==> src/verilog/alloc_config.svh <==
// sizing of the cell store and the self-test script
// the cell range must stay clear of the reserved low addresses (UNDEF)
`ifndef ALLOC_CONFIG_SVH
`define ALLOC_CONFIG_SVH

`define CELL_BASE    16'h5000  // address of cell 0
`define CELL_COUNT   256       // cells in the store, one word each
`define SCRIPT_STEPS 32        // self-test ROM depth
`define DEBUG_W      64        // width of the o_debug record

`endif

==> src/verilog/cellPkg.sv <==
// cell word and address types, shared by the allocator and the store
// addresses outside the cell range map to a wrapped index
`default_nettype none

package cellPkg;
`include "alloc_config.svh"

    typedef logic [15:0] cellWord_t;  // one data word
    typedef logic [15:0] cellAddr_t;  // full cell address
    typedef logic [7:0]  cellIdx_t;   // index into the store

    localparam cellWord_t UNDEF = 16'h0000;  // returned when every cell is in use

    function automatic cellIdx_t toIdx(cellAddr_t addr);
        return cellIdx_t'(addr - `CELL_BASE);  // drop the base
    endfunction

    function automatic logic inRange(cellAddr_t addr);
        return (addr >= `CELL_BASE) && (addr < `CELL_BASE + `CELL_COUNT);
    endfunction

endpackage

`default_nettype wire

==> src/verilog/testPkg.sv <==
// self-test types for the FSM states, one ROM step and the debug record
// a step's compare flags check the previous step's response
`default_nettype none

package testPkg;

    typedef enum logic [1:0] {
        RUN,   // script stepping
        FAIL,  // compare mismatch, o_debug latched
        PASS   // last step reached cleanly
    } testState_t;

    typedef logic [4:0] stepIdx_t;  // script position

    typedef struct packed {
        logic               al;     // alloc strobe
        cellPkg::cellWord_t adata;
        logic               acmp;   // check previous alloc result
        cellPkg::cellAddr_t axpct;
        logic               fr;     // free strobe
        cellPkg::cellAddr_t faddr;
        logic               wr;     // user write strobe
        cellPkg::cellAddr_t waddr;
        cellPkg::cellWord_t wdata;
        logic               rd;     // read strobe
        cellPkg::cellAddr_t raddr;
        logic               rcmp;   // check previous read result
        cellPkg::cellWord_t rxpct;
        logic               last;   // final step of the script
    } scriptStep_t;

    typedef struct packed {
        cellPkg::cellWord_t failStep;  // step index, zero-extended
        cellPkg::cellWord_t expVal;
        cellPkg::cellWord_t actVal;
        cellPkg::cellAddr_t lastAddr;  // last alloc address seen
    } testDebug_t;

endpackage

`default_nettype wire

==> src/verilog/cellBus.sv <==
// request and response signals of the cell bus
// strobes are single-cycle, with no handshake and no back-pressure
`timescale 1ns/1ps
`default_nettype none

interface cellBus;
    import cellPkg::*;

    logic      al;     // alloc strobe
    cellWord_t adata;  // word placed in the new cell
    cellAddr_t aaddr;  // granted address, registered
    logic      fr;     // free strobe
    cellAddr_t faddr;
    logic      wr;     // user write
    cellAddr_t waddr;
    cellWord_t wdata;
    logic      rd;     // user read
    cellAddr_t raddr;
    cellWord_t rdata;  // registered read data

    modport requester (
        output al, adata, fr, faddr, wr, waddr, wdata, rd, raddr,
        input  aaddr, rdata
    );

    modport allocator (
        input  al, adata, fr, faddr,
        output aaddr
    );

    modport storage (
        input  wr, waddr, wdata, rd, raddr,
        output rdata
    );

endinterface

`default_nettype wire

==> src/verilog/allocSelfTest.sv <==
// built-in self-test, one script step per cycle while i_en is high
// owns the cell bus while running; external requests are ignored until it stops
// the script assumes a freshly reset allocator and store
`timescale 1ns/1ps
`default_nettype none
`include "alloc_config.svh"

module allocSelfTest (
    input  wire logic               i_clk,
    input  wire logic               i_arstN,
    input  wire logic               i_en,      // pauses the script when low
    input  wire logic               i_al,
    input  wire cellPkg::cellWord_t i_adata,
    input  wire logic               i_fr,
    input  wire cellPkg::cellAddr_t i_faddr,
    input  wire logic               i_wr,
    input  wire cellPkg::cellAddr_t i_waddr,
    input  wire cellPkg::cellWord_t i_wdata,
    input  wire logic               i_rd,
    input  wire cellPkg::cellAddr_t i_raddr,
    output logic                    o_running,
    output logic                    o_passed,
    output testPkg::testDebug_t     o_debug,
    cellBus.requester               bus
);
    import cellPkg::*;
    import testPkg::*;

    testState_t  state;
    stepIdx_t    step;
    scriptStep_t rom [`SCRIPT_STEPS];
    scriptStep_t cur;                 // step being executed
    logic        aFail;
    logic        rFail;

    always_comb begin
        rom = '{default: '0};  // unused entries are no-ops, step 0 too
        rom[1]  = '{wr: 1'b1, waddr: 16'h50FF, wdata: 16'hBE11, default: '0};
        rom[2]  = '{wr: 1'b1, waddr: 16'h5095, wdata: 16'hC0DE, default: '0};
        rom[3]  = '{rd: 1'b1, raddr: 16'h50FF, default: '0};
        rom[4]  = '{rd: 1'b1, raddr: 16'h5095, rcmp: 1'b1, rxpct: 16'hBE11, default: '0};
        rom[5]  = '{rcmp: 1'b1, rxpct: 16'hC0DE, default: '0};
        rom[6]  = '{rd: 1'b1, raddr: 16'h50FF,
                    wr: 1'b1, waddr: 16'h5034, wdata: 16'hD05E, default: '0};
        rom[7]  = '{rcmp: 1'b1, rxpct: 16'hBE11, default: '0};
        rom[8]  = '{rd: 1'b1, raddr: 16'h5034,  // same-cell collision
                    wr: 1'b1, waddr: 16'h5034, wdata: 16'hEA5E, default: '0};
        rom[9]  = '{rcmp: 1'b1, rxpct: 16'hD05E, default: '0};  // old value
        rom[10] = '{rd: 1'b1, raddr: 16'h5034, default: '0};
        rom[11] = '{rcmp: 1'b1, rxpct: 16'hEA5E, default: '0};
        rom[12] = '{al: 1'b1, adata: 16'hFADE, default: '0};  // fresh cells
        rom[13] = '{al: 1'b1, adata: 16'hAB1E, acmp: 1'b1, axpct: 16'h5000, default: '0};
        rom[14] = '{al: 1'b1, adata: 16'hB055, acmp: 1'b1, axpct: 16'h5001, default: '0};
        rom[15] = '{acmp: 1'b1, axpct: 16'h5002, default: '0};
        rom[16] = '{al: 1'b1, adata: 16'hCE11,  // freed cell handed straight over
                    fr: 1'b1, faddr: 16'h5001, default: '0};
        rom[17] = '{fr: 1'b1, faddr: 16'h5002, acmp: 1'b1, axpct: 16'h5001, default: '0};
        rom[18] = '{fr: 1'b1, faddr: 16'h5001, default: '0};
        rom[19] = '{al: 1'b1, adata: 16'hDEAF, default: '0};  // LIFO reuse
        rom[20] = '{al: 1'b1, adata: 16'hE15E, acmp: 1'b1, axpct: 16'h5001, default: '0};
        rom[21] = '{al: 1'b1, adata: 16'hF001, acmp: 1'b1, axpct: 16'h5002, default: '0};
        rom[22] = '{acmp: 1'b1, axpct: 16'h5003, default: '0};  // list empty, fresh again
        rom[23] = '{rd: 1'b1, raddr: 16'h5001, default: '0};
        rom[24] = '{rcmp: 1'b1, rxpct: 16'hDEAF, last: 1'b1, default: '0};
    end

    assign cur       = rom[step];
    assign o_running = i_en && (state == RUN);

    assign aFail = cur.acmp && (bus.aaddr != cur.axpct);
    assign rFail = cur.rcmp && (bus.rdata != cur.rxpct);

    always_comb begin
        bus.al    = o_running ? cur.al    : i_al;  // script owns the bus while running
        bus.adata = o_running ? cur.adata : i_adata;
        bus.fr    = o_running ? cur.fr    : i_fr;
        bus.faddr = o_running ? cur.faddr : i_faddr;
        bus.wr    = o_running ? cur.wr    : i_wr;
        bus.waddr = o_running ? cur.waddr : i_waddr;
        bus.wdata = o_running ? cur.wdata : i_wdata;
        bus.rd    = o_running ? cur.rd    : i_rd;
        bus.raddr = o_running ? cur.raddr : i_raddr;
    end

    always_ff @(posedge i_clk or negedge i_arstN) begin
        if (!i_arstN) begin
            state    <= RUN;
            step     <= '0;
            o_passed <= 1'b0;
            o_debug  <= '0;
        end else if (o_running) begin
            step <= step + 1'b1;
            if (aFail || rFail) begin
                state            <= FAIL;
                o_debug.failStep <= cellWord_t'(step);
                o_debug.expVal   <= aFail ? cur.axpct : cur.rxpct;  // alloc check first
                o_debug.actVal   <= aFail ? bus.aaddr : bus.rdata;
                o_debug.lastAddr <= bus.aaddr;
            end else if (cur.last) begin
                state    <= PASS;
                o_passed <= 1'b1;
            end
        end
    end

    // a finished run stays finished until the next reset
    aDoneSticky: assert property (@(posedge i_clk) disable iff (!i_arstN)
        (state != RUN) |=> (state == $past(state)));

    // never free the cell just handed out while allocating again
    aNoSameCell: assert property (@(posedge i_clk) disable iff (!i_arstN)
        (o_running && cur.al && cur.fr) |-> (cur.faddr != bus.aaddr));

endmodule

`default_nettype wire

==> src/flat_wrapper.sv <==
// flat-port wrapper written by rule: the top's interface ports become plain ports
module allocSelfTest_flat import cellPkg::*; import testPkg::*;
  (i_clk, i_arstN, i_en, i_al, i_adata, i_fr, i_faddr, i_wr, i_waddr, i_wdata, i_rd, i_raddr, o_running, o_passed, o_debug, bus_al, bus_adata, bus_fr, bus_faddr, bus_wr, bus_waddr, bus_wdata, bus_rd, bus_raddr, bus_aaddr, bus_rdata);
  cellBus bus_i ();
  input  wire logic i_clk;
  input  wire logic i_arstN;
  input  wire logic i_en;
  input  wire logic i_al;
  input  wire cellPkg::cellWord_t i_adata;
  input  wire logic i_fr;
  input  wire cellPkg::cellAddr_t i_faddr;
  input  wire logic i_wr;
  input  wire cellPkg::cellAddr_t i_waddr;
  input  wire cellPkg::cellWord_t i_wdata;
  input  wire logic i_rd;
  input  wire cellPkg::cellAddr_t i_raddr;
  output logic o_running;
  output logic o_passed;
  output testPkg::testDebug_t o_debug;
  output wire logic [$bits(bus_i.al)-1:0] bus_al;
  output wire logic [$bits(bus_i.adata)-1:0] bus_adata;
  output wire logic [$bits(bus_i.fr)-1:0] bus_fr;
  output wire logic [$bits(bus_i.faddr)-1:0] bus_faddr;
  output wire logic [$bits(bus_i.wr)-1:0] bus_wr;
  output wire logic [$bits(bus_i.waddr)-1:0] bus_waddr;
  output wire logic [$bits(bus_i.wdata)-1:0] bus_wdata;
  output wire logic [$bits(bus_i.rd)-1:0] bus_rd;
  output wire logic [$bits(bus_i.raddr)-1:0] bus_raddr;
  input wire logic [$bits(bus_i.aaddr)-1:0] bus_aaddr;
  input wire logic [$bits(bus_i.rdata)-1:0] bus_rdata;
  assign bus_al = bus_i.al;
  assign bus_adata = bus_i.adata;
  assign bus_fr = bus_i.fr;
  assign bus_faddr = bus_i.faddr;
  assign bus_wr = bus_i.wr;
  assign bus_waddr = bus_i.waddr;
  assign bus_wdata = bus_i.wdata;
  assign bus_rd = bus_i.rd;
  assign bus_raddr = bus_i.raddr;
  assign bus_i.aaddr = bus_aaddr;
  assign bus_i.rdata = bus_rdata;
  allocSelfTest u_core (.i_clk(i_clk), .i_arstN(i_arstN), .i_en(i_en), .i_al(i_al), .i_adata(i_adata), .i_fr(i_fr), .i_faddr(i_faddr), .i_wr(i_wr), .i_waddr(i_waddr), .i_wdata(i_wdata), .i_rd(i_rd), .i_raddr(i_raddr), .o_running(o_running), .o_passed(o_passed), .o_debug(o_debug), .bus(bus_i));
endmodule
==> config.mk <==
export PLATFORM = sky130hd
export DESIGN_NAME = allocSelfTest_flat
export DESIGN_NICKNAME = d
export VERILOG_FILES = /design/src/verilog/cellPkg.sv /design/src/verilog/testPkg.sv /design/src/verilog/cellBus.sv /design/src/verilog/allocSelfTest.sv /design/src/flat_wrapper.sv
export VERILOG_INCLUDE_DIRS = /design/src /design/src/verilog
export SDC_FILE = /design/constraint.sdc
export NUM_CORES = 1
export LEC_CHECK = 0
export BUFFER_PORTS_ARGS = -buffer_cell sky130_fd_sc_hd__buf_2
export CORE_UTILIZATION = 35
export DETAILED_ROUTE_END_ITERATION = 7
export HOLD_SLACK_MARGIN = 0.06
export PLACE_DENSITY = 0.71
export SETUP_SLACK_MARGIN = 0.1
export SLEW_MARGIN = 20
export SYNTH_ARGS = -nofsm -noshare
export SYNTH_HDL_FRONTEND = slang
export SYNTH_SLANG_ARGS = --single-unit
export TNS_END_PERCENT = 50
==> constraint.sdc <==
create_clock -name i_clk -period 3.8 [get_ports i_clk]
set_clock_uncertainty 0.1 [all_clocks]
set_input_delay 0.38 -clock i_clk [delete_from_list [all_inputs] [get_ports i_clk]]
set_output_delay 0.38 -clock i_clk [all_outputs]
set_load 0.02 [all_outputs]
# Yosys cells after proc, flatten, opt, wreduce, memory -nomap -nowiden
# Memories as Yosys holds them, arrays and structs flattened.
# Index checks and enable logic that the tools add are counted.
# classes
n_addsub,1
n_lt_le_gt_ge,1
eq_ne,2
n_mux,15
bitwise_logic,2
reduce_logical,9
# op_table
cell,count
$mux 119,2
$mux 16,7
$ne 16x16->1,2
$ge 6x6->1 const B,1
$not 5->6,1
$add 5x1->5 const B,1
$mux 1,4
$mux 2,2
$reduce_and 2->1,2
$logic_and 1x1->1,3
$reduce_and 3->1,1
$logic_not 2->1,1
$reduce_bool 2->1,1
$logic_or 1x1->1,1
$not 1->1,1
# word_totals
regBits,61
mem_bits_ro,3808
input_bits,119
out_inout_bits,150
wordCells,38
n_memories,1
# mem_list
memory,depth,width,read_ports,rd_clocked_by_memory_dff,write_ports,line_no,text
(name not given),32,119,1,0,0,allocSelfTest.sv:67,assign cur = rom[step];

# Depth between registers and ports, before layout
# depth
word_depth,9
depth_mapped,13
depth_no_buf,9

# Worst setup path after synthesis
# No wires, ideal clock.
# synth_timing
path_type,flip-flop to flip-flop
start,reg u_core.step[0]
end,reg u_core.o_debug[0] (netlist name)
setup_ps,125
arrival_time_ps,3636
required_time_ps,3575
slack_ps,-61
stages_incl_launch_ff,14
n_path_buf,4
synth_period_minus_slack_ps,3861
cell_sequence,dfrtp_1 > clkbuf_1 > inv_1 > ha_1 > buf_6 > or4b_4 > mux2_2 > o22ai_1 > o2111ai_1 > or4_1 > buf_2 > a21oi_4 > buf_12 > mux2_4
# synth_via
elab_chain_len,8
word_cells_on_any_way,10
classes_between,eq/ne: 2; mux: 2; bitwise: 1; reduce/logical: 4; memory: 1
# synth_lines
element,line_no,text
from (decl),allocSelfTest.sv:30,stepIdx_t step;
from (signal assigned),allocSelfTest.sv:92,step <= step + 1'b1;
$not 5->6 (not written as such) (*),allocSelfTest.sv:67,
$mem_v2 32x119 (*),-,
$mux 119 (not written as such) (*) (2 in series),allocSelfTest.sv:67,
"$ne 16x16->1, on equally long branches","allocSelfTest.sv:70, allocSelfTest.sv:71",
"$logic_and 1x1->1, on equally long branches","allocSelfTest.sv:70, allocSelfTest.sv:71",
$logic_or 1x1->1 (*),allocSelfTest.sv:93,if (aFail || rFail) begin
$reduce_and 2->1 (no line) (*),-,
# Mark *: on every way between the ends. The rest lies on a longest branch, timed or not. The select of a mux whose other input is x is not followed.
# A chain may end at the register's enable or synchronous reset.

# Worst setup path after layout
# layout_timing
start,reg u_core.step[1]
end,reg u_core.o_debug[9] (netlist name)
# layout_via
elab_chain_len,8
word_cells_on_any_way,10
classes_between,eq/ne: 2; mux: 2; bitwise: 1; reduce/logical: 4; memory: 1
# layout_lines
element,line_no
$not 5->6 (not written as such) (*),allocSelfTest.sv:67
$mem_v2 32x119 (*),-
$mux 119 (not written as such) (*) (2 in series),allocSelfTest.sv:67
"$ne 16x16->1, on equally long branches","allocSelfTest.sv:70, allocSelfTest.sv:71"
"$logic_and 1x1->1, on equally long branches","allocSelfTest.sv:70, allocSelfTest.sv:71"
$logic_or 1x1->1 (*),allocSelfTest.sv:93
$reduce_and 2->1 (no line) (*),-
# Marks and branches as above.

==> impl_metrics.toml <==
[status]
outcome = "finished clean"

[drt]
drt_pass1_iterations = 5
dr_wl_met2_microns = 6960
top_layer_used = "met5"
drt_iter0_drc = 391
met1_length_microns = 6720
drc = 0
drt-total-wl_microns = 14900
ant_nets = 0
wl_per_cell_microns = 16.9
met3_length_microns = 1030
routed-via-count = 4627
vias_per_cell = 5.24

[power_and_ir_drop]
switching_share_pct = 45.9
sequentialPowerShare_pct = 27.0
p_per_area_mw_per_mm2 = 707
p_int_uw = 2210
cellLeakagePower_uw = 0.00311
clkPwrFrac_pct = 17.3
p_sw_uw = 1870
peakVddDrop_uv = 422
comb_power_share_pct = 55.8

[final_layout]
nNetsFinal = 864
n_fill_cell = 1124
layout-drive-gt1-share_pct = 44.5
seqCellArea_sq_mm = 0.00145
area_delta_synth_final_pct = 40.5
fin_cells = 883
diodes = 0
multiInputGateArea_sq_mm = 0.00241
finish.utilization_pct = 50.5

[logic_synthesis]
yosysUniqueCellTypes = 60
synth-seq-cells = 58
yosys_warnings = 0
synth_commonest_cells = "nand2_1 (94), dfrtp_1 (58), and2_1 (31)"
synth_flop_cell = "dfrtp_1"
synth_area_sq_mm = 0.00411
syn_inst = 484
synth_top_cells_by_area = "dfrtp_1 (35%), nand2_1 (8.6%), and2_1 (4.7%)"
synth_top_area_share_pct = 35.3
avgSynthCellArea_sq_um = 8.49
yosysTopAreaCell = "dfrtp_1"
yosysMostFrequentCell = "nand2_1"
synth_enable_flop_cells = 0
ys_seq_area_share_pct = 35.3
async_flop_share_pct = 100

[clock_tree]
cts_buffers = 9
insertion_delay_ns = 0.33
cts_setup_buffers = 0
cts.sinks = 58
htree_num_levels = 3
cts_tree = "built"
root_buffer = "clkbuf_16"
clockBufferDepth = 2
clk_pin_slew_ns = 0.05

[setup_path]
critPathKind = "reg2reg"
cp.required_ns = 3.91
rr_startpoint = "u_core.step[1]"
cp_max_fo = 19
arrival_ns = 3.66
worst_setup_path_start_kind = "flip-flop"
endpoint_kind = "flip-flop"
cp-startpoint = "u_core.step[1]"
r2r_setup_slack_ns = 0.25

[placed_design]
port_buffers = 256
dpl.cell_count = 867
gp_congestion = 0.925
hpwlAfterDp_microns = 11800

[timing]
slew_headroom_pct = 28.9
min_period_over_period_pct = 93.3
fin_tns_setup_ns = 0
rsz0062_at_grt = "false"
fmax_mhz = 282
setup_viol = 0
maxSlewViolCount = 0
finalHoldViolCount = 0
tightest_slew_ns = 1.06
min_period_ns = 3.55

[floorplan]
start_util_pct = 36.0
die_w_microns = 110
core_sq_mm = 0.0114
row_count = 39
top_level_ports = 269
die_y_microns = 110
die-area_sq_mm = 0.0122

[min_path]
hp-start = "bus_aaddr[4]"
hold_class = "in2reg"

[grt]
grt_first_pass_wirelength_microns = 21300
antenna_found_initial = 1
overflow = 0
gr-usage-all-layers_pct = 23.6
grt_pass1_vias = 3927
grt_max_degree = 64

[run]
max_cap_viol_count = 0
cell type report:
class,instances,share of cell area (%)
Sequential cell,58,25.2
Tap cell,143,3.10
Inverter,9,0.585
Multi-Input combinational cell,382,41.7
Timing Repair Buffer,276,24.9
Clock buffer,9,3.90
Clock inverter,6,0.607
through the flow:
stage	power [uW]	instance area (sq um)	hold slack (ns)	setup slack, ns
final	4080	5770	0.209	0.254
after global routing	4340	5770	0.203	0.121
after CTS	4080	5770	0.199	0.205
after detailed placement	3360	5500	0.246	0.221
after global placement	3320	5500	0.247	0.281
after floorplan	2590	4150	-0.0156	0.142
final timing paths:
| kind | endpoint | cells after the start |
|---|---|---|
| hold reg to reg | u_core.state[1] | 1 |
| min in group asynchronous | u_core.o_debug[10] | 2 |
| max in group asynchronous | u_core.o_debug[50] | 3 |
| setup / recovery | u_core.o_debug[9] | 10 |
| setup reg to reg | u_core.o_debug[9] | 10 |
| hold / removal | u_core.o_debug[4] | 2 |
cells by family after synthesis:
logic type / Yosys count / synth area share (%)
compound gates: 114 / 19.4
xor+xnor: 7 / 1.49
fa+ha+maj: 9 / 2.74
buf+inv: 55 / 7.10
flops: 58 / 35.3
mux: 24 / 7.37
other cells: 1 / 0.0913
simple gates: 216 / 26.5
placed cells by master (no fill, tap or decap), types with 10 or more instances in the layout:
master,count
dfrtp_1,58
mux2_2,10
mux2_4,10
conb_1,12
nand2b_1,18
o22ai_1,12
o221a_2,12
buf_4,18
nand2_1,93
buf_2,256
and2_1,31
nor2_1,21
a21o_1,12
a21oi_1,13
o21ai_0,29
nand3_1,13
per-layer routing:
metal / global-route usage [%] / up-vias
met3: 4.41 / 18
met4: 7.61 / 2
met1: 34.1 / 2225
li1: - / 2186
met2: 35.4 / 196
met5: 0 / -
what timing repair did:
item                                    in CTS  in global routing
gates resized for setup                      0                  1
endpoints found under the setup margin       0                  8
hold endpoints to repair                    19                  0
hold buffers                                 1                  0
worst max-delay path, cell delays in order (launching register included):
cell	delay, ns
dfrtp_1	0.38
inv_1	0.14
ha_1	0.27
or4b_4	0.52
mux2_2	0.27
o22ai_1	0.17
o2111ai_1	0.18
or4_1	0.59
a21oi_4	0.19
buf_6	0.24
mux2_2	0.37
power by group through the flow:
stage                     clock network (uW)  registers, uW  logic (uW)
after global placement                     0           1100        2220
after detailed placement                   0           1100        2260
after CTS                                722           1100        2260
after global routing                     749           1140        2460
final                                    704           1100        2270
after floorplan                            0           1370        1220
registers in the layout, summed over array words and instances (netlist names):
register	count
u_core.step	5
u_core.o_passed	1
u_core.state	2
u_core.o_debug	50
Note: power is estimated with default switching activity, not from simulation.
